==> src/include/dma_bus_config.svh <==
/* Fixed widths and sizes for the DMA system bus.
   Included by the package and by every RTL file */
`ifndef DMA_BUS_CONFIG_SVH
`define DMA_BUS_CONFIG_SVH

// Bus word width in bits
`define DATA_W 32

// Byte address width
`define ADDR_W 16

// Work-unit line width, one whole transfer
`define LINE_W 128

// Beats per transfer
`define BURST_LEN 4

// RAM depth in bus words
`define MEM_WORDS 256

`endif

==> src/hdl/dma_bus_pkg.sv <==
/* Shared types for the DMA bus controllers and the bus interface.
   Import with a wildcard inside the body of the module that uses it */
`include "dma_bus_config.svh"

package dma_bus_pkg;

   // Channel controller state
   typedef enum logic [2:0] {
      // Waiting for a work-unit request
      IDLE    = 3'd0,
      // Bus requested, waiting for the grant
      ST_BR   = 3'd1,
      // Bus owner, beat driven
      MSTR    = 3'd2,
      // Beat still driven, waiting for the acknowledge
      ST_WAIT = 3'd3,
      // Line presented to the work unit
      ST_RSP  = 3'd4
   } ctrl_state_t;

   // Bus opcode, one bit on the bus
   typedef enum logic {
      OP_READ  = 1'b0,
      OP_WRITE = 1'b1
   } bus_op_t;

   // Index of a beat within a burst
   typedef logic [$clog2(`BURST_LEN)-1:0] beat_t;

endpackage

==> src/hdl/sys_bus_if.sv <==
/* System bus between the DMA channels, the arbiter and the memory.
   Masters use the master modport, the memory side uses the slave modport */
`timescale 1ns/1ps
`include "dma_bus_config.svh"

interface sys_bus_if;
   import dma_bus_pkg::*;

   // Byte address of the current beat
   logic [`ADDR_W-1:0] addr;
   // Read or write
   bus_op_t            op;
   // Write data for the current beat
   logic [`DATA_W-1:0] wdata;
   // Beat is on the bus, address and data stable
   logic               beat_valid;
   // One cycle acknowledge from the slave
   logic               ack;
   // Read data, valid in the ack cycle
   logic [`DATA_W-1:0] rdata;

   // Channel side
   modport master (
      output addr,
      output op,
      output wdata,
      output beat_valid,
      input  ack,
      input  rdata
   );

   // Memory side
   modport slave (
      input  addr,
      input  op,
      input  wdata,
      input  beat_valid,
      output ack,
      output rdata
   );

endinterface

==> src/hdl/bus_arbiter.sv <==
/* Round-robin bus arbiter for two DMA channels.
   Routes the owner's beats to the memory and returns ack and rdata only to it */
`timescale 1ns/1ps
`include "dma_bus_config.svh"

module bus_arbiter (
   input  logic      bus_clk,
   input  logic      rst_n,
   input  logic      br0,
   input  logic      br1,
   output logic      bg0,
   output logic      bg1,
   sys_bus_if.slave  m0,
   sys_bus_if.slave  m1,
   sys_bus_if.master s
);
   // Registered ownership
   logic grant0_q;
   logic grant1_q;
   // Channel 1 was the last one served
   logic last1_q;
   logic bus_free;

   assign bus_free = !grant0_q && !grant1_q;

   always_ff @(posedge bus_clk) begin
      if (!rst_n) begin
         grant0_q <= 1'b0;
         grant1_q <= 1'b0;
         // Channel 0 wins the first tie
         last1_q  <= 1'b1;
      end else if (bus_free) begin
         // On a tie the channel not served last wins
         if (br0 && (!br1 || last1_q)) begin
            grant0_q <= 1'b1;
            last1_q  <= 1'b0;
         end else if (br1) begin
            grant1_q <= 1'b1;
            last1_q  <= 1'b1;
         end
      end else begin
         // Grant holds with its request, drops the cycle after it falls
         grant0_q <= grant0_q && br0;
         grant1_q <= grant1_q && br1;
      end
   end

   // Grant seen by a channel only while it still requests
   assign bg0 = grant0_q && br0;
   assign bg1 = grant1_q && br1;

   // Owner's signals onto the memory side
   assign s.addr       = grant1_q ? m1.addr  : m0.addr;
   assign s.op         = grant1_q ? m1.op    : m0.op;
   assign s.wdata      = grant1_q ? m1.wdata : m0.wdata;
   assign s.beat_valid = (grant0_q && m0.beat_valid) || (grant1_q && m1.beat_valid);

   // Response back to the owner, zero to the other
   assign m0.ack   = grant0_q && s.ack;
   assign m1.ack   = grant1_q && s.ack;
   assign m0.rdata = grant0_q ? s.rdata : '0;
   assign m1.rdata = grant1_q ? s.rdata : '0;

endmodule

==> src/flat_wrapper.sv <==
// flat-port wrapper written by rule: the top's interface ports become plain ports
module bus_arbiter_flat 
  (bus_clk, rst_n, br0, br1, bg0, bg1, m0_addr, m0_op, m0_wdata, m0_beat_valid, m0_ack, m0_rdata, m1_addr, m1_op, m1_wdata, m1_beat_valid, m1_ack, m1_rdata, s_addr, s_op, s_wdata, s_beat_valid, s_ack, s_rdata);
  sys_bus_if m0_i ();
  sys_bus_if m1_i ();
  sys_bus_if s_i ();
  input  logic bus_clk;
  input  logic rst_n;
  input  logic br0;
  input  logic br1;
  output logic bg0;
  output logic bg1;
  input wire logic [$bits(m0_i.addr)-1:0] m0_addr;
  input wire logic [$bits(m0_i.op)-1:0] m0_op;
  input wire logic [$bits(m0_i.wdata)-1:0] m0_wdata;
  input wire logic [$bits(m0_i.beat_valid)-1:0] m0_beat_valid;
  output wire logic [$bits(m0_i.ack)-1:0] m0_ack;
  output wire logic [$bits(m0_i.rdata)-1:0] m0_rdata;
  input wire logic [$bits(m1_i.addr)-1:0] m1_addr;
  input wire logic [$bits(m1_i.op)-1:0] m1_op;
  input wire logic [$bits(m1_i.wdata)-1:0] m1_wdata;
  input wire logic [$bits(m1_i.beat_valid)-1:0] m1_beat_valid;
  output wire logic [$bits(m1_i.ack)-1:0] m1_ack;
  output wire logic [$bits(m1_i.rdata)-1:0] m1_rdata;
  output wire logic [$bits(s_i.addr)-1:0] s_addr;
  output wire logic [$bits(s_i.op)-1:0] s_op;
  output wire logic [$bits(s_i.wdata)-1:0] s_wdata;
  output wire logic [$bits(s_i.beat_valid)-1:0] s_beat_valid;
  input wire logic [$bits(s_i.ack)-1:0] s_ack;
  input wire logic [$bits(s_i.rdata)-1:0] s_rdata;
  assign m0_i.addr = m0_addr;
  assign m0_i.op = m0_op;
  assign m0_i.wdata = m0_wdata;
  assign m0_i.beat_valid = m0_beat_valid;
  assign m0_ack = m0_i.ack;
  assign m0_rdata = m0_i.rdata;
  assign m1_i.addr = m1_addr;
  assign m1_i.op = m1_op;
  assign m1_i.wdata = m1_wdata;
  assign m1_i.beat_valid = m1_beat_valid;
  assign m1_ack = m1_i.ack;
  assign m1_rdata = m1_i.rdata;
  assign s_addr = s_i.addr;
  assign s_op = s_i.op;
  assign s_wdata = s_i.wdata;
  assign s_beat_valid = s_i.beat_valid;
  assign s_i.ack = s_ack;
  assign s_i.rdata = s_rdata;
  bus_arbiter u_core (.bus_clk(bus_clk), .rst_n(rst_n), .br0(br0), .br1(br1), .bg0(bg0), .bg1(bg1), .m0(m0_i), .m1(m1_i), .s(s_i));
endmodule
==> config.mk <==
export PLATFORM = sky130hd
export DESIGN_NAME = bus_arbiter_flat
export DESIGN_NICKNAME = d
export VERILOG_FILES = /design/src/hdl/dma_bus_pkg.sv /design/src/hdl/sys_bus_if.sv /design/src/hdl/bus_arbiter.sv /design/src/flat_wrapper.sv
export VERILOG_INCLUDE_DIRS = /design/src /design/src/include
export SDC_FILE = /design/constraint.sdc
export NUM_CORES = 1
export LEC_CHECK = 0
export BUFFER_PORTS_ARGS = -buffer_cell sky130_fd_sc_hd__buf_2
export CAP_MARGIN = 10
export CORE_AREA = 8 8 93 95
export DETAILED_ROUTE_END_ITERATION = 12
export DIE_AREA = 0 0 101 103
export PLACE_DENSITY = 0.66
export SETUP_SLACK_MARGIN = 0.15
export SLEW_MARGIN = 15
export SYNTH_ARGS = -nofsm -noshare
export SYNTH_HDL_FRONTEND = slang
export SYNTH_SLANG_ARGS = --single-unit
==> constraint.sdc <==
create_clock -name bus_clk -period 2.7 [get_ports bus_clk]
set_input_delay 0.675 -clock bus_clk [delete_from_list [all_inputs] [get_ports bus_clk]]
set_output_delay 0.675 -clock bus_clk [all_outputs]
set_load 0.01 [all_outputs]
==> results by group, run 1 <==
STA
  – Clock Skew: between 0.002 and 0.0025 ns
  – Slew Limit Fails: 0
  – Tcrit/Tclk final: slightly below 80%
  – Fin crit period: approximately 2.1 ns
  – Fin. Hold Viols: 0
  – Max Freq: 475 MHz
  – RSZ-0062 raised after global routing: no
  – Worst slew pin tran: between 0.3 and 0.4 ns
  – Worst rel slew slack: between 70% and 80%
  – Fin Setup TNS: 0 ns
  – Final setup vio count: 0

Routing
  – Final ANT Viol Nets: 0
  – Vias: 1954
  – Drt initial violations: 21
  – DRT Wirelength: 7110 um
  – Vias per inst: ~4
  – DRT Pass-1 Iters: 4
  – WL/cell: 14.5 um
  – DRC Markers: 0

Clock tree
  – H-Tree Depth: 1
  – Post-CTS Resized: 0
  – Post-CTS setup buffer count: 0
  – CTS clk-pin slew, worst paths: approximately 0.030 ns
  – CTS Root Buffer Type: clkbuf_8
  – Clk buf depth: 2
  – Worst skew pair latency: 0.22 ns
  – CTS tree: done
  – Cts hold-fix bufs: 0
  – Num Clock Sinks: 3
  – Num CTS Buffers: 3

Pwr
  – Sequential power share: between 8 and 9%
  – NetSw: about 0.21 mW
  – Clock share of power: between 20 and 25%
  – Combinational fraction of design power: roughly 69%
  – Pint: roughly 0.37 mW
  – Sw Share: a little over a third
  – Max VDD drop: 0.104 mV
  – Pleak: approximately 1.6 nW
  – Pwr dens: between 200 and 250 nW/um2

Floorplan
  – # IOs: 255
  – Std-Cell Rows: 31
  – Die X: 101 um
  – Initial Utilization: between 15 and 20%
  – Area of the core: between 7000 and 8000 um2
  – Die area: 10400 um2
  – Die Y: around 100 um

Layout
  – Ant. Diodes: 0
  – Area delta synth->final: 111%
  – Fin nets: roughly 530
  – Layout cells sized above 1: between 80% and 90%
  – Non-filler cells, final: 489

Yosys
  – Yosys reg bits: 3
  – Sequential share of the synthesized area: ~4.9%
  – Synthesized area per cell: 8.51 um2
  – Post-synthesis instance area: 1220 um2
  – Syn Inst Count: around 140
  – Synth warnings: 0
  – Synth unique cells: 13
  – Mapped Nets: 281

Worst setup path
  – Crit Path Max Fanout: 87
  – Worst path arrival time: about 1.4 ns
  – Worst setup EP type: primary output
  – WP data required: slightly above 2 ns
  – Worst setup SP type: flop
  – Class of the most critical setup path: flop to primary output

Status
  – Status: completed

Global route
  – Global Route Usage Sum: between 10% and 20%
  – Vias in the first global route: between 2000 and 2500
  – Remaining global-route overflow: 0
  – Largest net degree at the start of global routing: 88
  – Initial antenna violation count: 0
  – First-pass GRT wire length: between 9000 and 10000 um

Place
  – HPWL after detailed placement: 6290 um
  – # placed instances: roughly 490
  – I/O Buffers: roughly 250
  – Routability-driven placement congestion ratio: between 0.8 and 0.9

Worst hold path
  – Hold Path Class: flop to flop

Job
  – Max cap viols: 0
[metrics by stage]
step / instance area [um2] / setup slack, ns / hold slack, ns / power, mW / utilization [%]
3_3_place_gp: 2530 / 0.833 / 0.531 / 0.448 / 35.5
6_report: 2580 / 0.596 / 0.577 / 0.581 / 36.2
2_1_floorplan: 1220 / 1.07 / 0.510 / 0.255 / -
3_5_place_dp: 2530 / 0.816 / 0.555 / 0.456 / 35.5
5_1_grt: 2580 / 0.525 / 0.583 / 0.627 / 36.2
4_1_cts: 2580 / 0.588 / 0.571 / 0.589 / 36.2
[power groups by stage]
stage	sequential (mW)	clock [mW]	combinational (mW)
final	0.0518	0.130	0.399
after floorplan	0.0505	0	0.205
after global placement	0.0520	0	0.396
after CTS	0.0517	0.131	0.406
after detailed placement	0.0522	0	0.404
after global routing	0.0519	0.140	0.436
[path summary, 6_finish.rpt]
kind                           startpoint                           to  slack, ns  depth (start not counted)
max          u_core.grant1_q$_SDFFE_PN0P_                    s_addr[5]       0.60                          3
min           u_core.last1_q$_SDFFE_PN1P_  u_core.last1_q$_SDFFE_PN1P_       0.58                          2
max reg2reg  u_core.grant1_q$_SDFFE_PN0P_  u_core.last1_q$_SDFFE_PN1P_       1.61                          4
min reg2reg   u_core.last1_q$_SDFFE_PN1P_  u_core.last1_q$_SDFFE_PN1P_       0.58                          2
[sequential cells by signal, indices dropped and copies added, names as in the netlist]
name and count:
u_core.grant0_q 1, u_core.grant1_q 1, u_core.last1_q 1
[worst max-delay path, cell delays in order, from the launching register on]
cell     delay, ns
dfxtp_2       0.33
buf_12        0.31
mux2_2        0.39
buf_2         0.14
[synth_stat cells, drive strengths merged]
| cell type | number | share of area (%) |
|---|---|---|
| o211a | 2 | 1.6 |
| a22o | 1 | 0.72 |
| and2 | 68 | 35 |
| clkbuf | 6 | 2.5 |
| nor2 | 1 | 0.51 |
| and3 | 1 | 0.92 |
| inv | 1 | 0.31 |
| a21oi | 3 | 1.2 |
| dfxtp | 3 | 4.9 |
| mux2 | 49 | 45 |
| buf | 8 | 6.8 |
| o21ai | 1 | 0.72 |
[layout make-up]
cell class,instances,area (um2)
fillers,787,4560
inverters,1,3.75
multi-input cells,126,1050
well taps,99,124
flip-flops and latches,3,61.3
repair buffers,256,1300
clock buffers,4,45.0
[kinds of logic (layout without fill, tap and decap cells)]
logic type             count (synthesis)  after routing  synth area share, %
buffers and inverters                 15            261                 9.60
AND/OR/NAND/NOR                       70             70                 36.2
AO/OA/AOI/OAI                          7              7                 4.29
multiplexers                          49             49                 45.0
flip-flops                             3              3                 4.90
[routing by layer]
layer  track usage, %  part of all wire, %  wire (um)
met1             9.20                   30       2140
met3             6.01                   16       1120
met2             23.4                   53       3780
met5                0                    0          0
met4             2.06                 0.93         66
[cells in the final DEF (no fill, tap or decap)]
cell type and count:
buf_2 254, and2_1 68, mux2_2 49, a21oi_1 3, clkbuf_8 3, o211a_1 2
dfxtp_1 2, a22o_1 1, inv_1 1, nor2_2 1, and3_4 1, o21ai_2 1
clkbuf_1 1, buf_12 1, buf_4 1, dfxtp_2 1
No activity file was read; power rests on OpenSTA's default activity.
==> run 2, diff against run 1 <==
ABC_AREA = 1   (was default)
PLACE_DENSITY = 0.7   (was 0.66)
clock period = 1.75 ns   (was 2.7 ns; I/O delays follow)
==> run 2 against run 1 <==
- power up 81%
- sequential power up 65%
- worst hold slack worse by 0.15 ns
- wire length up 26%
- final cell count up 37%
- synthesized area up 8.4%
- synthesized cell count up 120%
- core utilization up 3.7 points
- clock power up 57%
- sequential share of layout area down 0.090 points
- final area up 10%
- highest routed layer unchanged
- via count up 37%
==> results by group, run 2 <==
Status
  – Status: completed

Layout
  – Final instance area: between 2000 and 3000 um2
  – Fin nets: between 700 and 800
  – Ant. Diodes: 0
  – Most common cell after layout, fill and taps aside: buf_2
  – Leading cell types in the layout, fill and taps excluded: buf_2, nand2_1, inv_1, clkbuf_16, buf_12
  – Fillers: roughly 800
  – Biggest regs: u_core.grant0_q (1), u_core.grant1_q (1), u_core.last1_q (1)
  – Area delta synth->final: 114%
  – Layout cells sized above 1: a little under half
  – Non-filler cells, final: approximately 670

Place
  – Place WS: roughly 0.40 ns
  – Routability-driven placement congestion ratio: 0.883
  – Cell Area, Placed: 2680 um2
  – # placed instances: 660
  – HPWL after detailed placement: approximately 7000 um
  – I/O Buffers: roughly 250

Routing
  – DRT Wirelength: 8940 um
  – Drt initial violations: 67
  – Uppermost layer routed: met4
  – Final ANT Viol Nets: 0
  – Vias per inst: ~4.0
  – DRT Pass-1 Iters: 4
  – DRC Markers: 0
  – Met2 WL: 4540 um
  – Vias: around 2700
  – DRT met1 WL: approximately 3000 um
  – WL/cell: about 13 um
  – WL met3: roughly 1300 um

Worst setup path
  – Worst setup SP type: flop
  – Crit Path Max Fanout: 38
  – Worst path arrival time: around 1.1 ns
  – WP data required: approximately 1.3 ns
  – Worst setup EP type: primary output
  – FF-to-FF path depth: 3
  – Setup slack, reg-to-reg: approximately 0.74 ns
  – Class of the most critical setup path: flop to primary output

Clock tree
  – CTS tree: done
  – Worst skew pair latency: between 0.2 and 0.25 ns
  – Cts hold-fix bufs: 0
  – CTS Root Buffer Type: clkbuf_8
  – Clk buf depth: 2
  – H-Tree Depth: 1
  – Num CTS Buffers: 3
  – Num Clock Sinks: 3
  – CTS clk-pin slew, worst paths: 0.03 ns

Yosys
  – Number of synthesized flops with an enable pin: 0
  – Cell taking the most area after synthesis: nand2_1
  – Post-synth ARST share: 0%
  – Syn Inst Count: 322
  – Top post-synthesis cells by count: nand2_1, inv_1, buf_2, buf_6
  – Mapped Nets: 459
  – Most frequent cell after synthesis: nand2_1
  – Primary FF master, synth: dfxtp_1
  – Synth area leaders: nand2_1, inv_1, buf_2
  – Yosys reg bits: 3
  – Post-synthesis instance area: 1330 um2
  – Synth warnings: 0
  – Synth unique cells: 12
  – Post-synth top area share: 62.2%
  – Sequential share of the synthesized area: 4.52%
  – Synthesized area per cell: between 4 and 5 um2

Global route
  – Remaining global-route overflow: 0
  – Initial antenna violation count: 0
  – Vias in the first global route: between 2000 and 3000
  – First-pass GRT wire length: between 10000 and 15000 um
  – Largest net degree at the start of global routing: 51
  – Global Route Usage Sum: 14.0%

Pwr
  – Max VDD drop: approximately 0.17 mV
  – Pleak: 2.41 nW
  – Pwr dens: roughly 370 nW/um2

Worst hold path
  – Hold Path Class: input pin to flop
  – Hold Crit Depth: 2

Floorplan
  – Area of the core: between 7000 and 8000 um2
  – Die Y: between 100 and 150 um
  – # IOs: ~260
  – Std-Cell Rows: 31
  – Die X: 101 um
  – Initial Utilization: a little under a fifth
  – Die area: ~10000 um2

Job
  – Max cap viols: 0

STA
  – Fin crit period: ~1.6 ns
  – Fin Hold WS: ~0.43 ns
  – RSZ-0062 raised after global routing: yes
  – Tcrit/Tclk final: 89.4%
  – Slew Limit Fails: 0
  – Max Freq: 639 MHz
  – Final setup vio count: 0
  – Fin. Hold Viols: 0
  – Clock Skew: slightly above 0.004 ns
  – Worst rel slew slack: between 80% and 90%
  – Setup WS post-layout: around 0.18 ns
  – Worst slew pin tran: 0.176 ns
  – Fin Setup TNS: 0 ns
[run 2: final timing paths]
kind / from / endpoint
max: u_core.grant1_q$_SDFFE_PN0P_ / m1_rdata[16]
min: rst_n / u_core.last1_q$_SDFFE_PN1P_
max reg2reg: u_core.grant1_q$_SDFFE_PN0P_ / u_core.grant1_q$_SDFFE_PN0P_
min reg2reg: u_core.last1_q$_SDFFE_PN1P_ / u_core.last1_q$_SDFFE_PN1P_
[run 2: per-layer routing]
metal	GRT usage, %	vias up
met5	0	-
met4	4.24	0
met3	7.77	12
met2	26.6	175
met1	12.3	1104
li1	-	1380
[run 2: cell type report]
class | instances | area, um2 | area share [%]
Timing Repair Buffer | 263 | 1470 | 51.5
Multi-Input combinational cell | 228 | 870 | 30.6
Inverter | 72 | 275 | 9.67
Tap cell | 99 | 124 | 4.35
Sequential cell | 3 | 65.1 | 2.29
Clock buffer | 4 | 45.0 | 1.58
[run 2: timing repair]
action / 4_1_cts / 5_1_grt
buffers inserted: 0 / 0
resized for setup: 0 / 5
endpoints found under the setup margin: 0 / 51
[run 2: critical path, cell delays in order (launching register included)]
cell and delay, ns:
dfxtp_4 0.41, buf_12 0.20, nand2_1 0.07, inv_1 0.08
buf_2 0.14
[run 2: logic make-up after synthesis]
kind of cell,Yosys count,share of synthesized area [%]
compound gates,3,1.41
buf+inv,91,30.0
flops,3,4.52
simple gates,225,64.1
[run 2: power breakdown]
group | total [mW] | leakage, nW | switching, mW | internal, mW
registers | 0.0856 | 0.0259 | 0.0107 | 0.0749
clock network | 0.204 | 0.0228 | 0.0484 | 0.156
logic | 0.760 | 2.36 | 0.408 | 0.352
total | 1.05 | 2.41 | 0.467 | 0.582
[run 2: stage by stage]
stage               utilization (%)  power [mW]
floorplan                         -       0.420
global placement               37.5       0.789
detailed placement             37.5       0.801
CTS                            38.1        1.01
global route                   39.9        1.15
finish                         39.9        1.05
