## config.mk

```make
export PLATFORM = sky130hd
export DESIGN_NAME = dma_bus_controller_flat
export DESIGN_NICKNAME = d
export VERILOG_FILES = /design/src/hdl/dma_bus_pkg.sv /design/src/hdl/sys_bus_if.sv /design/src/hdl/dma_bus_controller.sv /design/src/flat_wrapper.sv
export VERILOG_INCLUDE_DIRS = /design/src /design/src/include
export SDC_FILE = /design/constraint.sdc
export NUM_CORES = 1
export LEC_CHECK = 0
export ABC_CLOCK_PERIOD_IN_PS = 5600
export BUFFER_PORTS_ARGS = -buffer_cell sky130_fd_sc_hd__buf_2
export CORE_MARGIN = 2
export CORE_UTILIZATION = 50
export DETAILED_ROUTE_END_ITERATION = 8
export PLACE_DENSITY = 0.87
export SLEW_MARGIN = 10
export SYNTH_ARGS = -nofsm -noshare
export SYNTH_HDL_FRONTEND = slang
export SYNTH_SLANG_ARGS = --single-unit
```

## constraint.sdc

```tcl
create_clock -name bus_clk -period 5.6 [get_ports bus_clk]
set_clock_uncertainty 0.15 [all_clocks]
set_input_delay 0.84 -clock bus_clk [delete_from_list [all_inputs] [get_ports bus_clk]]
set_output_delay 0.84 -clock bus_clk [all_outputs]
set_load 0.05 [all_outputs]
```

## src/include/dma_bus_config.svh

```systemverilog
/* Fixed widths and sizes for the DMA system bus.
   Included by the package and by every RTL file */
`ifndef DMA_BUS_CONFIG_SVH
`define DMA_BUS_CONFIG_SVH

// Bus word width in bits
`define DATA_W 32

// Byte address width
`define ADDR_W 16

// Work-unit line width, one whole transfer
`define LINE_W 128

// Beats per transfer
`define BURST_LEN 4

// RAM depth in bus words
`define MEM_WORDS 256

`endif

```

## src/hdl/dma_bus_pkg.sv

```systemverilog
/* Shared types for the DMA bus controllers and the bus interface.
   Import with a wildcard inside the body of the module that uses it */
`include "dma_bus_config.svh"

package dma_bus_pkg;

   // Channel controller state
   typedef enum logic [2:0] {
      // Waiting for a work-unit request
      IDLE    = 3'd0,
      // Bus requested, waiting for the grant
      ST_BR   = 3'd1,
      // Bus owner, beat driven
      MSTR    = 3'd2,
      // Beat still driven, waiting for the acknowledge
      ST_WAIT = 3'd3,
      // Line presented to the work unit
      ST_RSP  = 3'd4
   } ctrl_state_t;

   // Bus opcode, one bit on the bus
   typedef enum logic {
      OP_READ  = 1'b0,
      OP_WRITE = 1'b1
   } bus_op_t;

   // Index of a beat within a burst
   typedef logic [$clog2(`BURST_LEN)-1:0] beat_t;

endpackage

```

## src/hdl/sys_bus_if.sv

```systemverilog
/* System bus between the DMA channels, the arbiter and the memory.
   Masters use the master modport, the memory side uses the slave modport */
`timescale 1ns/1ps
`include "dma_bus_config.svh"

interface sys_bus_if;
   import dma_bus_pkg::*;

   // Byte address of the current beat
   logic [`ADDR_W-1:0] addr;
   // Read or write
   bus_op_t            op;
   // Write data for the current beat
   logic [`DATA_W-1:0] wdata;
   // Beat is on the bus, address and data stable
   logic               beat_valid;
   // One cycle acknowledge from the slave
   logic               ack;
   // Read data, valid in the ack cycle
   logic [`DATA_W-1:0] rdata;

   // Channel side
   modport master (
      output addr,
      output op,
      output wdata,
      output beat_valid,
      input  ack,
      input  rdata
   );

   // Memory side
   modport slave (
      input  addr,
      input  op,
      input  wdata,
      input  beat_valid,
      output ack,
      output rdata
   );

endinterface

```

## src/hdl/dma_bus_controller.sv

```systemverilog
/* One DMA channel: takes a 16-byte work-unit request and moves it as a
   four-beat burst once the arbiter grants the bus */
`timescale 1ns/1ps
`include "dma_bus_config.svh"

module dma_bus_controller (
   input  logic                bus_clk,
   input  logic                rst_n,
   // Work-unit request
   input  logic                req_valid,
   input  logic                req_write,
   output logic                req_ready,
   input  logic [`ADDR_W-1:0]  req_addr,
   input  logic [`LINE_W-1:0]  req_wdata,
   // Work-unit response
   output logic                rsp_valid,
   input  logic                rsp_ready,
   output logic [`LINE_W-1:0]  rsp_rdata,
   // Arbiter handshake
   output logic                br,
   input  logic                bg,
   sys_bus_if.master           bus
);
   import dma_bus_pkg::*;

   ctrl_state_t        state_q;
   ctrl_state_t        state_d;
   beat_t              beat_q;
   logic               ready_q;
   logic               accept;
   logic               beat_done;
   logic               last_beat;
   // Latched request
   bus_op_t            op_q;
   logic [`ADDR_W-1:0] addr_q;
   logic [`LINE_W-1:0] wline_q;
   // Read line, filled one beat at a time
   logic [`LINE_W-1:0] rline_q;

   assign accept    = req_valid && req_ready;
   assign beat_done = (state_q == ST_WAIT) && bus.ack;
   assign last_beat = (beat_q == beat_t'(`BURST_LEN - 1));

   // Next state
   always_comb begin
      state_d = state_q;
      case (state_q)
         IDLE: begin
            if (accept) begin
               state_d = ST_BR;
            end
         end
         ST_BR: begin
            // First beat goes out the cycle after the grant
            if (bg) begin
               state_d = MSTR;
            end
         end
         MSTR: begin
            state_d = ST_WAIT;
         end
         ST_WAIT: begin
            if (bus.ack) begin
               state_d = last_beat ? ST_RSP : MSTR;
            end
         end
         ST_RSP: begin
            if (rsp_ready) begin
               state_d = IDLE;
            end
         end
         default: begin
            state_d = IDLE;
         end
      endcase
   end

   // Control state
   always_ff @(posedge bus_clk) begin
      if (!rst_n) begin
         state_q <= IDLE;
         beat_q  <= '0;
         ready_q <= 1'b0;
      end else begin
         state_q <= state_d;
         // Ready follows IDLE one cycle late, so low right after reset
         ready_q <= (state_d == IDLE);
         if (state_q == IDLE) begin
            beat_q <= '0;
         end else if (beat_done) begin
            beat_q <= beat_q + 1'b1;
         end
      end
   end

   // Request latch and read assembly
   always_ff @(posedge bus_clk) begin
      if (accept) begin
         op_q    <= req_write ? OP_WRITE : OP_READ;
         addr_q  <= req_addr;
         wline_q <= req_wdata;
      end
      // Beat k lands in bits 32k+31:32k
      if (beat_done && (op_q == OP_READ)) begin
         rline_q[beat_q*`DATA_W +: `DATA_W] <= bus.rdata;
      end
   end

   assign req_ready = ready_q;

   // Bus held from request until the last acknowledge
   assign br = (state_q == ST_BR) || (state_q == MSTR) || (state_q == ST_WAIT);

   // Beat k at req_addr plus 4k
   assign bus.addr       = addr_q + {{(`ADDR_W-4){1'b0}}, beat_q, 2'b00};
   assign bus.op         = op_q;
   assign bus.wdata      = wline_q[beat_q*`DATA_W +: `DATA_W];
   assign bus.beat_valid = (state_q == MSTR) || (state_q == ST_WAIT);

   // Line held for the work unit until taken
   assign rsp_valid = (state_q == ST_RSP);
   assign rsp_rdata = rline_q;

endmodule

```

## src/flat_wrapper.sv

```systemverilog
// flat-port wrapper written by rule: the top's interface ports become plain ports
module dma_bus_controller_flat import dma_bus_pkg::*;
  (bus_clk, rst_n, req_valid, req_write, req_ready, req_addr, req_wdata, rsp_valid, rsp_ready, rsp_rdata, br, bg, bus_addr, bus_op, bus_wdata, bus_beat_valid, bus_ack, bus_rdata);
  sys_bus_if bus_i ();
  input  logic bus_clk;
  input  logic rst_n;
  input  logic req_valid;
  input  logic req_write;
  output logic req_ready;
  input  logic [`ADDR_W-1:0] req_addr;
  input  logic [`LINE_W-1:0] req_wdata;
  output logic rsp_valid;
  input  logic rsp_ready;
  output logic [`LINE_W-1:0] rsp_rdata;
  output logic br;
  input  logic bg;
  output wire logic [$bits(bus_i.addr)-1:0] bus_addr;
  output wire logic [$bits(bus_i.op)-1:0] bus_op;
  output wire logic [$bits(bus_i.wdata)-1:0] bus_wdata;
  output wire logic [$bits(bus_i.beat_valid)-1:0] bus_beat_valid;
  input wire logic [$bits(bus_i.ack)-1:0] bus_ack;
  input wire logic [$bits(bus_i.rdata)-1:0] bus_rdata;
  assign bus_addr = bus_i.addr;
  assign bus_op = bus_i.op;
  assign bus_wdata = bus_i.wdata;
  assign bus_beat_valid = bus_i.beat_valid;
  assign bus_i.ack = bus_ack;
  assign bus_i.rdata = bus_rdata;
  dma_bus_controller u_core (.bus_clk(bus_clk), .rst_n(rst_n), .req_valid(req_valid), .req_write(req_write), .req_ready(req_ready), .req_addr(req_addr), .req_wdata(req_wdata), .rsp_valid(rsp_valid), .rsp_ready(rsp_ready), .rsp_rdata(rsp_rdata), .br(br), .bg(bg), .bus(bus_i));
endmodule
```

==> results.sh, run 1 <==
export IMPL_cp_required_ns=4.61
export IMPL_synth_distinct_cells=35
export IMPL_yosys_top_cells_area="edfxtp_1 77%, and2_1 7.9%, mux4_2 6.8%, dfxtp_1 1.1%, ha_1 0.82%"
export IMPL_powerDensity_nw_per_um2=320
export IMPL_grt_busiest_layer="met2"
export IMPL_viasPerCell=5.19
export IMPL_port_buffers=363
export IMPL_finalCritPeriodShare=0.683
export IMPL_cts_buffers_inserted=27
export IMPL_coreArea_um2=21000
export IMPL_yosysTopAreaCell="edfxtp_1"
export IMPL_postSynthAreaPerCell_um2=19.5
export IMPL_clock_path_buffers=3
export IMPL_grt_overflow_total=0
export IMPL_use_met1=0.243
export IMPL_grt_antenna_before_repair=5
export IMPL_initial_utilization=0.507
export IMPL_clock_tree_root_cell="clkbuf_16"
export IMPL_clk_pin_slew_ns=0.06
export IMPL_cp_max_fo=37
export IMPL_htreeDepth=1
export IMPL_tightest_slew_ns=1.14
export IMPL_num_io_pins=364
export IMPL_peakVddDrop_v=0.000312
export IMPL_synth_seq_cells=279
export IMPL_firstDrtPassIters=5
export IMPL_max_cap_violations=0
export IMPL_cts_tree="yes"
export IMPL_use_met2=0.371
export IMPL_rsz0062_at_grt="no"
export IMPL_std_cell_rows=53
export IMPL_synth_nets=736
export IMPL_maxSlewHeadroom=0.237
export IMPL_synthToLayoutAreaGrowth_pct=27.1
export IMPL_die_x_um=150
export IMPL_crit_path_start_kind="flop"
export IMPL_fin_setup_tns_ns=0
export IMPL_syn_inst=545
export IMPL_hold_slack_ns=0.337
export IMPL_post_cts_resized=0
export IMPL_hold_class="input port to flop"
export IMPL_crit_arrival_ns=2.83
export IMPL_cts_sinks=279
export IMPL_place_congestion=0.847
export IMPL_dieArea_um2=22400
export IMPL_antenna_left=0
export IMPL_grt_first_pass_wirelength_mm=35.2
export IMPL_status="completed"
export IMPL_clk_latency_ns=0.52
export IMPL_grtUsageMet3=0.0649
export IMPL_final_hold_viol_count=0
export IMPL_die_h_um=150
export IMPL_grt_pass1_vias=6425
export IMPL_wl_mm=24.6
export IMPL_min_period_ns=3.82
export IMPL_dp_hpwl_mm=17.2
export IMPL_crit_type="flop to output port"
export IMPL_routedWlPerCell_um=20.2
export IMPL_setup_viol=0
export IMPL_fmax_ghz=0.262
export IMPL_cts_setup_buffers=0
export IMPL_drc_errors=0
export IMPL_worstSetupEndpointType="output port"
export IMPL_synth_warnings=0
export IMPL_drtIter0Drc=374
export IMPL_grtUsageTotal=0.212
export IMPL_yosys_area_top_type_share=0.772
export IMPL_vias=6311
export IMPL_grt_max_degree=114
export IMPL_slew_viol_final=0
export IMPL_syn_area_um2=10600
export IMPL_holdBufCountCts=0
export IMPL_fin_nets=1107
export IMPL_leakage_uw=0.00484
export IMPL_fillCellCount=1374
export IMPL_ys_seq_area_frac=0.784
export IMPL_layout_drive_gt1_share=0.478
[final timing paths]
kind | from | end | cells past startpoint | slack (ns)
min | req_write | u_core.bus.op$_DFFE_PP_ | 1 | 0.34
max reg2reg | u_core.beat_q[1]$_SDFFE_PP0N_ | u_core.rsp_rdata[58]$_DFFE_PP_ | 4 | 2.37
min reg2reg | u_core.state_q[0]$_SDFF_PN0_ | u_core.beat_q[0]$_SDFFE_PP0N_ | 2 | 0.50
max | u_core.beat_q[1]$_SDFFE_PP0N_ | bus_addr[13] | 5 | 1.78
[worst max-delay path, cell delays in order (launching register included)]
cell and delay [ns]:
dfxtp_2 0.97, ha_1 0.34, a21oi_1 0.08, nor4_1 0.42
xor2_1 0.18, buf_2 0.29
[layout make-up]
type,instances,area (µm²),area share
Tap cell,275,344,0.0255
Inverter,4,15.0,0.00111
Clock inverter,15,86.3,0.00640
Timing Repair Buffer,368,1870,0.138
Multi-Input combinational cell,236,2150,0.159
Clock buffer,35,706,0.0523
Sequential cell,279,8320,0.617
Antenna cell,4,10.0,0.000742
[synth_stat cells]
cell	instances
and2_1	134
fa_1	1
nand4_1	6
nand3_1	5
nand2_1	3
inv_1	4
nor2b_4	1
buf_2	7
nor2_1	6
nor3_1	2
xor2_1	3
nor4bb_1	4
dfxtp_1	6
and3_1	2
o21ai_0	2
xnor2_1	9
a21oi_1	3
nor3_2	1
a211o_1	1
ha_1	7
nor2b_1	1
nor4_1	2
buf_4	2
nor3b_2	3
and4_1	1
buf_6	7
nor4b_1	2
a21o_1	1
edfxtp_1	273
clkbuf_1	10
nand4b_1	1
mux4_2	32
a2111oi_1	1
a41oi_1	1
a21boi_2	1
[layer usage]
layer,vias to the layer above,part of all wire
li1,2819,-
met1,3050,0.34
met2,384,0.51
met3,56,0.11
met4,2,0.039
met5,-,0.00053
[stage by stage]
step,area (µm²),power (µW),setup WS [ns],instances,util
3_5_place_dp,12700,2740,2.22,1162,0.606
2_1_floorplan,10600,2620,0.795,545,-
6_report,13500,4310,1.78,1216,0.644
3_3_place_gp,12700,2720,2.39,1162,0.606
5_1_grt,13500,4450,1.65,1216,0.644
4_1_cts,13500,4340,1.79,1212,0.643
[registers in the layout (all words and copies together) (netlist names)]
signal	flops
u_core.wline_q	128
u_core.beat_q	2
u_core.bus.op	1
u_core.addr_q	16
u_core.state_q	3
u_core.rsp_rdata	128
u_core.req_ready	1
[cells by family (layout without fill, tap and decap cells)]
| logic type | after synthesis | in the layout | synth area share |
|---|---|---|---|
| flops | 279 | 279 | 0.784 |
| simple gates | 174 | 174 | 0.105 |
| mux | 32 | 32 | 0.0679 |
| buf+inv | 30 | 422 | 0.0171 |
| xor+xnor | 12 | 12 | 0.00990 |
| compound gates | 10 | 10 | 0.00672 |
| fa+ha+maj | 8 | 8 | 0.0101 |
| other cells | 0 | 4 | 0 |
[power breakdown]
| part | internal [µW] | switching [µW] |
|---|---|---|
| sequential | 2370 | 29.3 |
| clock | 894 | 724 |
| combinational | 100 | 193 |
| total | 3370 | 946 |
[placed cells by master, fill, tap and decap left out, types with 6 or more instances in the layout]
master	instances
xnor2_1	9
mux4_2	32
clkbuf_1	8
clkbuf_16	27
ha_1	7
nand4_1	6
clkinv_2	6
and2_1	132
buf_2	363
edfxtp_1	273
nor2_1	6
Power figures use the tool's default switching activity.
==> inputs of run 2 (changes only) <==
--- a/config.mk
+++ b/config.mk
@@ -6,7 +6,8 @@
 export SDC_FILE = /design/constraint.sdc
 export NUM_CORES = 1
 export LEC_CHECK = 0
-export ABC_CLOCK_PERIOD_IN_PS = 5600
+export ABC_AREA = 1
+export ABC_CLOCK_PERIOD_IN_PS = 3900
 export BUFFER_PORTS_ARGS = -buffer_cell sky130_fd_sc_hd__buf_2
 export CORE_MARGIN = 2
 export CORE_UTILIZATION = 50
==> constraint.sdc (replaced) <==
create_clock -name bus_clk -period 3.9 [get_ports bus_clk]
set_clock_uncertainty 0.15 [all_clocks]
set_input_delay 0.585 -clock bus_clk [delete_from_list [all_inputs] [get_ports bus_clk]]
set_output_delay 0.585 -clock bus_clk [all_outputs]
set_load 0.05 [all_outputs]
==> run 2 against run 1 <==
Die area up 0.62%. Non-clock buffer count up 5. Routed wire length up 10%. Critical path type unchanged. Sequential share of layout area down 0.83 points. Hold slack worse by 0.26 ns. Synthesized area up 0.64%.
==> results.sh, run 2 <==
export IMPL_synth_commonest_cells="273 x edfxtp_1, 175 x nor2_1, 66 x o21ai_0, 53 x inv_1, 37 x nand2_1"
export IMPL_viasPerCell=5.34
export IMPL_clock_path_buffers=3
export IMPL_fin_setup_tns_ns=0
export IMPL_reg2reg_depth=5
export IMPL_grt_overflow_total=0
export IMPL_status="completed"
export IMPL_std_cell_rows=53
export IMPL_clock_tree_root_cell="clkbuf_16"
export IMPL_crit_type="flop to output port"
export IMPL_powerDensity_nw_per_um2=476
export IMPL_grt_first_pass_wirelength_mm=39.5
export IMPL_grt_antenna_before_repair=4
export IMPL_post_cts_resized=0
export IMPL_die_x_um=150
export IMPL_synth_seq_cells=279
export IMPL_cts_sinks=279
export IMPL_syn_inst=766
export IMPL_min_period_ns=3.38
export IMPL_layout_drive_gt1_share=0.391
export IMPL_grt_pass1_vias=7429
export IMPL_place_congestion=0.887
export IMPL_grtUsageTotal=0.232
export IMPL_cts_buffers_inserted=28
export IMPL_die_h_um=150
export IMPL_vias=7640
export IMPL_ys_seq_area_frac=0.779
export IMPL_hold_depth=1
export IMPL_syn_area_um2=10700
export IMPL_dp_hpwl_mm=18.5
export IMPL_leakage_uw=0.00548
export IMPL_path_delay_family="buffers and inverters"
export IMPL_tightest_slew_ns=1.07
export IMPL_finalCritPeriodShare=0.866
export IMPL_postSynthAreaPerCell_um2=13.9
export IMPL_cts_tree="yes"
export IMPL_yosys_area_top_type_share=0.767
export IMPL_place_area_um2=12800
export IMPL_synth_warnings=0
export IMPL_hold_class="input port to flop"
export IMPL_clk_latency_ns=0.53
export IMPL_slew_viol_final=0
export IMPL_crit_path_start_kind="flop"
export IMPL_max_cap_violations=0
export IMPL_critical_path_max_stage_delay_ns=0.34
export IMPL_fin_nets=1324
export IMPL_maxSlewHeadroom=0.286
export IMPL_firstDrtPassIters=6
export IMPL_yosys_top_cells_area="edfxtp_1 77%, nor2_1 6.1%, o21ai_0 3.1%, nor3_2 1.9%, o22ai_1 1.9%"
export IMPL_htreeDepth=1
export IMPL_fillCellCount=1456
export IMPL_grt_max_degree=107
export IMPL_cp_required_ns=3.16
export IMPL_fmax_ghz=0.296
export IMPL_synth_edf_count=273
export IMPL_dieArea_um2=22600
export IMPL_port_buffers=363
export IMPL_rsz0062_at_grt="no"
export IMPL_cp_max_fo=33
export IMPL_cts_setup_buffers=0
export IMPL_wl_mm=27.2
export IMPL_drtIter0Drc=442
export IMPL_post_route_cell_area_um2=13700
export IMPL_synth_distinct_cells=30
export IMPL_num_io_pins=364
export IMPL_peakVddDrop_v=0.000420
export IMPL_initial_utilization=0.508
export IMPL_crit_path_top_delay_cell="dfxtp_2"
export IMPL_async_reset_ff_frac=0
export IMPL_cp_depth=8
export IMPL_cp_num_buf_inv=2
export IMPL_coreArea_um2=21000
export IMPL_yosysTopAreaCell="edfxtp_1"
export IMPL_yosysMostFrequentCell="edfxtp_1"
export IMPL_synthFlopType="edfxtp_1"
export IMPL_final_hold_viol_count=0
export IMPL_worstSetupEndpointType="output port"
export IMPL_final_cell_mix="363 x buf_2, 273 x edfxtp_1, 171 x nor2_1, 66 x o21ai_0, 51 x inv_1"
export IMPL_synth_nets=957
export IMPL_drc_errors=0
export IMPL_final_common_cell="buf_2"
export IMPL_holdBufCountCts=0
export IMPL_clk_pin_slew_ns=0.06
export IMPL_crit_arrival_ns=2.64
export IMPL_setup_viol=0
export IMPL_routedWlPerCell_um=19.0
export IMPL_path_cells="buf_4, ha_1, fa_1, nand2_1, nor2_1, nand3_1, xnor2_1, buf_2"
export IMPL_synthToLayoutAreaGrowth_pct=28.0
export IMPL_antenna_left=0
-- run 2: changes by cell type in the layout (fill, tap and decap cells not counted), sizes merged, moves of 32 or more --
cell,change
mux4,-32
o21ai,+64
and2,-134
nor3,+39
nor2,+171
inv,+51
o22ai,+32
nand2,+35
-- run 2: routing by layer --
| layer | global-route usage | share of wire | up-vias | routed length (µm) |
|---|---|---|---|---|
| met1 | 0.279 | 0.36 | 3586 | 9740 |
| met5 | 0 | 0.00048 | - | 13 |
| met4 | 0.0929 | 0.038 | 2 | 1040 |
| met2 | 0.406 | 0.50 | 522 | 13700 |
| li1 | - | - | 3444 | - |
| met3 | 0.0524 | 0.099 | 86 | 2680 |
-- run 2: stage by stage --
stage	total power (µW)	utilization	worst slack [ns]	instances	hold WS (ns)
after floorplan	3810	-	0.526	766	0.410
after global placement	3980	0.608	1.28	1378	0.440
after detailed placement	3990	0.608	1.09	1378	0.477
after CTS	6530	0.650	0.526	1428	0.0558
after global routing	6700	0.651	0.416	1431	0.0510
final	6510	0.651	0.521	1431	0.0751
-- run 2: area by class of cell --
type / instances / area [µm²] / area share
antenna: 3 / 7.51 / 0.000549
clock buffer: 34 / 744 / 0.0544
clock inverter: 16 / 134 / 0.00979
inverter: 58 / 221 / 0.0162
multi-input combinational: 393 / 2000 / 0.146
sequential: 279 / 8320 / 0.608
tap: 275 / 344 / 0.0252
timing repair buffer: 373 / 1900 / 0.139
-- run 2: logic make-up after synthesis --
family                   count (synthesis)  synth area share
AND/OR/NAND/NOR                        274             0.115
flip-flops                             279             0.779
AO/OA/AOI/OAI                          102            0.0519
XOR/XNOR                                 9           0.00738
buffers and inverters                   94            0.0369
adder cells (fa/ha/maj)                  8            0.0101
-- run 2: path summary, 6_finish.rpt --
path | from | to | slack [ns]
setup reg to reg | u_core.state_q[0]$_SDFF_PN0_ | u_core.rsp_rdata[105]$_DFFE_PP_ | 1.52
hold reg to reg | u_core.state_q[0]$_SDFF_PN0_ | u_core.state_q[1]$_SDFF_PN0_ | 0.49
setup / recovery | u_core.beat_q[0]$_SDFFE_PP0N_ | bus_addr[14] | 0.52
hold / removal | req_wdata[105] | u_core.wline_q[105]$_DFFE_PP_ | 0.08
-- run 2: where the power goes --
part / switching (µW) / internal, µW / leakage [µW]
Combinational: 333 / 130 / 0.00248
Sequential: 44.2 / 3430 / 0.00257
Clock: 1090 / 1490 / 0.000430
Total: 1460 / 5040 / 0.00548
-- run 2: worst register-to-register path: stages, from the launching register on --
cell and delay [ns]:
dfxtp_1 0.44, nand3_2 0.12, inv_2 0.08, nand2_2 0.07, or2_4 0.29, nor2_4 0.80
